--- src/include/tinker_cfg.svh ---
`ifndef TINKER_CFG_SVH
`define TINKER_CFG_SVH

// ========================================
// widths and startup
// ========================================
`define TINKER_XLEN             64
`define TINKER_START_PC         64'h2000   // byte address of first instruction
`define TINKER_STARTUP_BUBBLES  3
`define TINKER_IMEM_WORDS       1024       // 32-bit words

// ========================================
// opcodes
// ========================================
`define TINKER_OP_AND     5'h00
`define TINKER_OP_OR      5'h01
`define TINKER_OP_XOR     5'h02
`define TINKER_OP_NOT     5'h03
`define TINKER_OP_SHFTR   5'h04
`define TINKER_OP_SHFTRI  5'h05
`define TINKER_OP_SHFTL   5'h06
`define TINKER_OP_SHFTLI  5'h07
`define TINKER_OP_BR      5'h08   // absolute, target in rd
`define TINKER_OP_BRR     5'h09   // pc + rd
`define TINKER_OP_BRRL    5'h0A   // pc + literal
`define TINKER_OP_BRNZ    5'h0B
`define TINKER_OP_BRGT    5'h0E
`define TINKER_OP_HALT    5'h0F
`define TINKER_OP_MOV     5'h11
`define TINKER_OP_MOVL    5'h12
`define TINKER_OP_STORE   5'h13
`define TINKER_OP_ADD     5'h18
`define TINKER_OP_ADDI    5'h19
`define TINKER_OP_SUB     5'h1A
`define TINKER_OP_SUBI    5'h1B

`endif

--- src/tinker_pkg.sv ---
`include "tinker_cfg.svh"

package tinker_pkg;

    // ========================================
    // data and instruction words
    // ========================================
    typedef logic [`TINKER_XLEN-1:0] word_t;     // register / data value
    typedef logic [31:0]             inst_t;
    typedef logic [31:0]             daddr_t;    // store address

    // instruction fields
    typedef logic [4:0]              opcode_t;
    typedef logic [4:0]              reg_idx_t;
    typedef logic [11:0]             lit_t;      // sign extended on use

    // word index into instruction memory
    typedef logic [$clog2(`TINKER_IMEM_WORDS)-1:0] imem_idx_t;

    // ========================================
    // fetch control
    // ========================================
    typedef enum logic [1:0] {
        FETCH_IDLE,      // waiting for start
        FETCH_STARTUP,   // fixed bubbles before first fetch
        FETCH_RUN,
        FETCH_HALTED     // sticky until reset
    } fetch_state_t;

endpackage

--- src/execute_unit.sv ---
`timescale 1ns/100ps
`include "tinker_cfg.svh"

module execute_unit (
    input  logic                 clk,
    input  logic                 reset,
    input  tinker_pkg::opcode_t  ex_op,
    input  tinker_pkg::reg_idx_t ex_rd,
    input  tinker_pkg::reg_idx_t ex_rs,
    input  tinker_pkg::reg_idx_t ex_rt,
    input  logic                 ex_lit_op,
    input  tinker_pkg::word_t    ex_a,
    input  tinker_pkg::word_t    ex_b,
    input  tinker_pkg::word_t    ex_rdval,
    input  tinker_pkg::word_t    ex_pc,
    output logic                 redirect,
    output tinker_pkg::word_t    redirect_pc,
    output logic                 wb_en,
    output tinker_pkg::reg_idx_t wb_rd,
    output tinker_pkg::word_t    wb_data,
    output logic                 st_valid,
    output tinker_pkg::daddr_t   st_addr,
    output tinker_pkg::word_t    st_data,
    output logic                 hlt
);
    // execute/memory register
    logic                 em_wen;
    logic                 em_halt;
    tinker_pkg::reg_idx_t em_rd;
    tinker_pkg::word_t    em_data;

    tinker_pkg::word_t    rs_fwd;
    tinker_pkg::word_t    rd_fwd;
    tinker_pkg::word_t    op1;
    tinker_pkg::word_t    op2;
    tinker_pkg::word_t    alu_res;
    tinker_pkg::word_t    alu_target;
    logic                 alu_wen;
    logic                 alu_st;
    logic                 alu_taken;
    logic                 alu_halt;

    // youngest in-flight writer wins
    function automatic tinker_pkg::word_t fwd(input tinker_pkg::reg_idx_t idx,
                                              input tinker_pkg::word_t    reg_val);
        if (em_wen && em_rd == idx) begin
            return em_data;
        end
        if (wb_en && wb_rd == idx) begin
            return wb_data;
        end
        return reg_val;
    endfunction

    // ========================================
    // operand forwarding
    // ========================================
    assign rs_fwd = fwd(ex_rs, ex_a);
    assign rd_fwd = fwd(ex_rd, ex_rdval);
    assign op2    = ex_lit_op ? ex_b : fwd(ex_rt, ex_b);
    assign op1    = (ex_op == `TINKER_OP_ADDI || ex_op == `TINKER_OP_SUBI) ? rd_fwd : rs_fwd;

    // ========================================
    // ALU and branch resolution
    // ========================================
    always_comb begin
        alu_res    = '0;
        alu_wen    = 1'b1;
        alu_st     = 1'b0;
        alu_taken  = 1'b0;
        alu_target = rd_fwd;   // most branches jump to rd
        alu_halt   = 1'b0;
        case (ex_op)
            `TINKER_OP_ADD, `TINKER_OP_ADDI:     alu_res = op1 + op2;
            `TINKER_OP_SUB, `TINKER_OP_SUBI:     alu_res = op1 - op2;
            `TINKER_OP_AND:                      alu_res = op1 & op2;
            `TINKER_OP_OR:                       alu_res = op1 | op2;
            `TINKER_OP_XOR:                      alu_res = op1 ^ op2;
            `TINKER_OP_NOT:                      alu_res = ~op1;
            `TINKER_OP_SHFTR, `TINKER_OP_SHFTRI: alu_res = op1 >> op2;
            `TINKER_OP_SHFTL, `TINKER_OP_SHFTLI: alu_res = op1 << op2;
            `TINKER_OP_MOV:                      alu_res = rs_fwd;
            `TINKER_OP_MOVL:                     alu_res = op2;
            `TINKER_OP_STORE: begin
                alu_wen = 1'b0;
                alu_st  = 1'b1;
            end
            `TINKER_OP_BR: begin
                alu_wen   = 1'b0;
                alu_taken = 1'b1;
            end
            `TINKER_OP_BRR: begin
                alu_wen    = 1'b0;
                alu_taken  = 1'b1;
                alu_target = ex_pc + rd_fwd;
            end
            `TINKER_OP_BRRL: begin
                alu_wen    = 1'b0;
                alu_taken  = 1'b1;
                alu_target = ex_pc + op2;
            end
            `TINKER_OP_BRNZ: begin
                alu_wen   = 1'b0;
                alu_taken = (rs_fwd != '0);
            end
            `TINKER_OP_BRGT: begin
                alu_wen   = 1'b0;
                alu_taken = ($signed(rs_fwd) > $signed(op2));
            end
            `TINKER_OP_HALT: begin
                alu_wen  = 1'b0;
                alu_halt = 1'b1;
            end
            default: alu_wen = 1'b0;
        endcase
    end

    // ========================================
    // execute/memory and memory/writeback
    // ========================================
    // entry behind a taken branch is dropped while redirect is high
    always_ff @(posedge clk or posedge reset) begin
        if (reset) begin
            em_wen   <= 1'b0;
            em_halt  <= 1'b0;
            st_valid <= 1'b0;
            redirect <= 1'b0;
            wb_en    <= 1'b0;
            hlt      <= 1'b0;
        end else begin
            em_wen   <= alu_wen && !redirect;
            em_halt  <= alu_halt && !redirect;
            st_valid <= alu_st && !redirect;
            redirect <= alu_taken && !redirect;   // one cycle only
            wb_en    <= em_wen;
            if (em_halt) begin
                hlt <= 1'b1;   // sticky
            end
        end
    end

    always_ff @(posedge clk) begin
        em_rd       <= ex_rd;
        em_data     <= alu_res;
        redirect_pc <= alu_target;
        st_addr     <= tinker_pkg::daddr_t'(rd_fwd + op2);
        st_data     <= rs_fwd;
        wb_rd       <= em_rd;
        wb_data     <= em_data;
    end

endmodule

--- config.mk ---
export PLATFORM = sky130hd
export DESIGN_NAME = execute_unit
export DESIGN_NICKNAME = d
export VERILOG_FILES = /design/src/tinker_pkg.sv /design/src/execute_unit.sv
export VERILOG_INCLUDE_DIRS = /design/src /design/src/include
export SDC_FILE = /design/constraint.sdc
export NUM_CORES = 2
export LEC_CHECK = 0
export BUFFER_PORTS_ARGS = -buffer_cell sky130_fd_sc_hd__buf_2
export CAP_MARGIN = 0
export CORE_MARGIN = 4
export CORE_UTILIZATION = 45
export CTS_CLUSTER_DIAMETER = 100
export DETAILED_ROUTE_END_ITERATION = 8
export HOLD_SLACK_MARGIN = 0.1
export MAX_ROUTING_LAYER = met4
export PLACE_DENSITY = 0.71
export SLEW_MARGIN = 15
export SYNTH_ARGS = -nofsm -noshare
export SYNTH_HDL_FRONTEND = slang
export SYNTH_SLANG_ARGS = --single-unit
--- constraint.sdc ---
create_clock -name clk -period 8.6 [get_ports clk]
set_input_delay 1.72 -clock clk [delete_from_list [all_inputs] [get_ports clk]]
set_output_delay 1.72 -clock clk [all_outputs]
set_load 0.01 [all_outputs]
==> flow_metrics.tcl <==
set metrics [dict create \
    root_buffer "clkbuf_16" \
    crit_arrival_ns 8.78 \
    dp.cells 6519 \
    num_rows 104 \
    grt_pass1_vias 41600 \
    hold_class "flop to flop" \
    hold_start "em_data[26]$_DFF_P_" \
    final-setup-viol-count 0 \
    ir_drop_uv 109 \
    die_w_microns 294 \
    maxCapViolations 0 \
    critPathLaunch "ex_rt[3]" \
    die_area_sq_mm 0.0863 \
    leakage_nw 19.5 \
    synth.avg_cell_area_sq_um 7.39 \
    critPathCaptureType "flop" \
    fin_util_pct 53.4 \
    grt_busiest_layer "met1" \
    synth-seq-cells 304 \
    synthMuxAreaShare_pct 12.1 \
    vias 46100 \
    cts_buffer_depth 3 \
    start_util_pct 45.5 \
    antenna_found_initial 21 \
    syn_area_sq_mm 0.0367 \
    fmax_ghz 0.121 \
    dpl.hpwl_microns 185000 \
    critPathRequiredTime_ns 9.11 \
    grtUsageMet1_pct 68.1 \
    wirelength_microns 226000 \
    synth-main-ff-cell "dfxtp_1" \
    grt_usage_pct 50.8 \
    syn_inst 4975 \
    clk_pin_slew_ns 0.06 \
    cpPeakStageDelay_ns 0.61 \
    clk_latency_ns 0.58 \
    cts_tree "done" \
    remaining_drc_errors 0 \
    tns_ns 0 \
    globalplace.congestion 1.13 \
    slew_headroom_pct 13.2 \
    die_h_microns 294 \
    htreeDepth 2 \
    post_synth_xor_area_fraction_pct 5.46 \
    critPathSlowestCell "a211oi_1" \
    hold_viol 0 \
    grtUsageMet3_pct 17.5 \
    synth_top_family_by_area "compound AO/OA/AOI/OAI gates" \
    synth_edf_count 0 \
    ys_seq_area_share_pct 16.6 \
    synth-simple-area-share_pct 17.5 \
    fp.coreArea_sq_mm 0.0807 \
    ant_nets 0 \
    pre_cts_slack_ns 0.0148 \
    firstDrtPassIters 7 \
    crit_family "compound AO/OA/AOI/OAI gates" \
    synth_compound_area_share_pct 30.1 \
    yosys_warnings 0 \
    fin_crit_ns 8.27 \
    critPathBufInv 4 \
    portBuffers 511 \
    cts.sinks 304 \
    finalNetCount 6144 \
    synth_fp_nets 5620 \
    grt_max_degree 133 \
    setup_ws_ns 0.328 \
    path_max_fanout 16 \
    top_level_ports 512 \
    viasPerCell 6.98 \
    async_flop_share_pct 1.97 \
    grt_overflow 0 \
    wl_per_cell_microns 34.2 \
    rsz0062_at_grt "false" \
    start_kind "input pin" \
    status "finished clean" \
    path_class "input pin to flop" \
    power.density_mw_per_mm2 158 \
    detailedRoute.firstIterationViolations 7836 \
    finClkSkew_ns 0.0280 \
    grt_pass1_wl_microns 311000 \
    final_max_slew_viol_count 0 \
    finalCritPeriodShare_pct 96.2 \
    stdcell_count 6604 \
    r2r_start "wb_rd[0]$_DFF_P_" \
    synth_adder_area_share_pct 12.5 \
    met2_usage_pct 66.6 \
    max_slew.worst_pin.slew_ns 1.30 \
    drive_gt1_share_pct 17.8 \
    yosys.cell_types.count 95 \
    syn2layout_area_growth_pct 17.2 \
    numCtsBuffers 38 \
]
cell usage in the layout, fill, tap and decap left out, drive strengths merged, types with 23 or more instances in the layout:
| master | count |
|---|---|
| and3 | 23 |
| or2 | 30 |
| mux2i | 422 |
| a22oi | 66 |
| xnor2 | 174 |
| clkbuf | 50 |
| a221oi | 62 |
| xor2 | 55 |
| nor3 | 113 |
| o22ai | 66 |
| nand2b | 40 |
| o22a | 57 |
| buf | 812 |
| nand3 | 98 |
| ha | 363 |
| or3 | 31 |
| o21bai | 25 |
| nor2 | 440 |
| nor2b | 43 |
| a31oi | 54 |
| o21ai | 479 |
| o31ai | 31 |
| o221ai | 27 |
| nor4 | 27 |
| a21oi | 507 |
| a211oi | 39 |
| inv | 177 |
| o211ai | 57 |
| o21a | 31 |
| nand2 | 427 |
| a21o | 85 |
| dfxtp | 298 |
| a221o | 64 |
| nand4 | 62 |
stage by stage:
stage	hold WS (ns)	power, mW	instance area, sq um
floorplan	0.365	3.62	36700
global placement	0.390	4.93	41800
detailed placement	0.391	4.94	41800
CTS	0.405	6.61	43000
global route	0.420	7.01	43100
finish	0.411	6.81	43100
final timing paths:
path / end / slack (ns) / cells past startpoint
setup / recovery: em_data[59]$_DFF_P_ / 0.33 / 28
hold / removal: wb_data[26]$_DFF_P_ / 0.41 / 0
setup reg to reg: em_data[59]$_DFF_P_ / 1.13 / 28
hold reg to reg: wb_data[26]$_DFF_P_ / 0.41 / 0
max in group asynchronous: wb_en$_DFF_PP0_ / 7.30 / 2
min in group asynchronous: hlt$_DFFE_PP0P_ / 1.08 / 2
power breakdown:
part / total, mW / switching, mW / internal [mW]
Combinational: 3.29 / 2.14 / 1.15
Sequential: 1.81 / 0.218 / 1.60
Clock: 1.70 / 0.738 / 0.965
Total: 6.81 / 3.10 / 3.71
sequential cells by signal (all words and copies together), names as in the netlist, 5 cells and up:
signal       flops
redirect_pc     64
st_data         64
wb_rd            5
em_rd            5
st_addr         32
wb_data         64
em_data         64
final cells by class:
| class | instances | area, sq um |
|---|---|---|
| Timing Repair Buffer | 812 | 4940 |
| Inverter | 177 | 667 |
| Fill cell | 8153 | 37600 |
| Tap cell | 1060 | 1330 |
| Clock inverter | 18 | 169 |
| Multi-Input combinational cell | 4166 | 28700 |
| Antenna cell | 17 | 42.5 |
| Clock buffer | 50 | 1100 |
| Sequential cell | 304 | 6120 |
kinds of logic (layout without fill, tap and decap cells):
| logic type | after synthesis | after routing |
|---|---|---|
| muxes | 438 | 438 |
| and+or+nand+nor | 1388 | 1388 |
| AOI/OAI and AO/OA | 1745 | 1745 |
| buffers and inverters | 505 | 1057 |
| DFF | 304 | 304 |
| xor gates and xnor gates | 229 | 229 |
| other | 0 | 17 |
| adders and majority gates | 366 | 366 |
synthesized netlist by cell type (29+ instances only):
cell type,count,area share [%]
a21oi_1,506,6.9
o21ai_0,475,6.5
nor2_1,438,4.5
nand2_1,426,4.4
mux2i_1,422,11
ha_1,363,12
dfxtp_1,298,16
clkbuf_1,200,2.0
xnor2_1,174,4.1
inv_1,173,1.8
nor3_1,109,1.5
nand3_1,98,1.3
a21o_1,85,1.7
a22oi_1,66,1.3
a221o_1,64,1.7
buf_2,64,0.87
a221oi_1,62,1.5
nand4_1,60,1.0
o211ai_1,57,1.2
o22a_1,57,1.4
xor2_1,55,1.3
a31oi_1,54,0.92
o22ai_1,54,0.92
buf_1,50,0.51
nor2b_1,43,0.73
nand2b_1,40,0.68
a211oi_1,39,0.80
o21a_1,31,0.63
or3_1,31,0.53
o31ai_1,29,0.59
or2_2,29,0.49
routing by layer:
metal	vias up	wire (microns)	share of wire, %
li1	19500	-	-
met1	21800	90100	40
met2	4108	85600	38
met3	682	35300	16
met4	0	14600	6.5
met5	-	0	0
repair_timing:
action,4_1_cts,5_1_grt
buffers inserted,0,0
endpoints found under the setup margin,0,1
hold buffers,0,0
resized for setup,0,1
(Power assumes the default switching activity.)
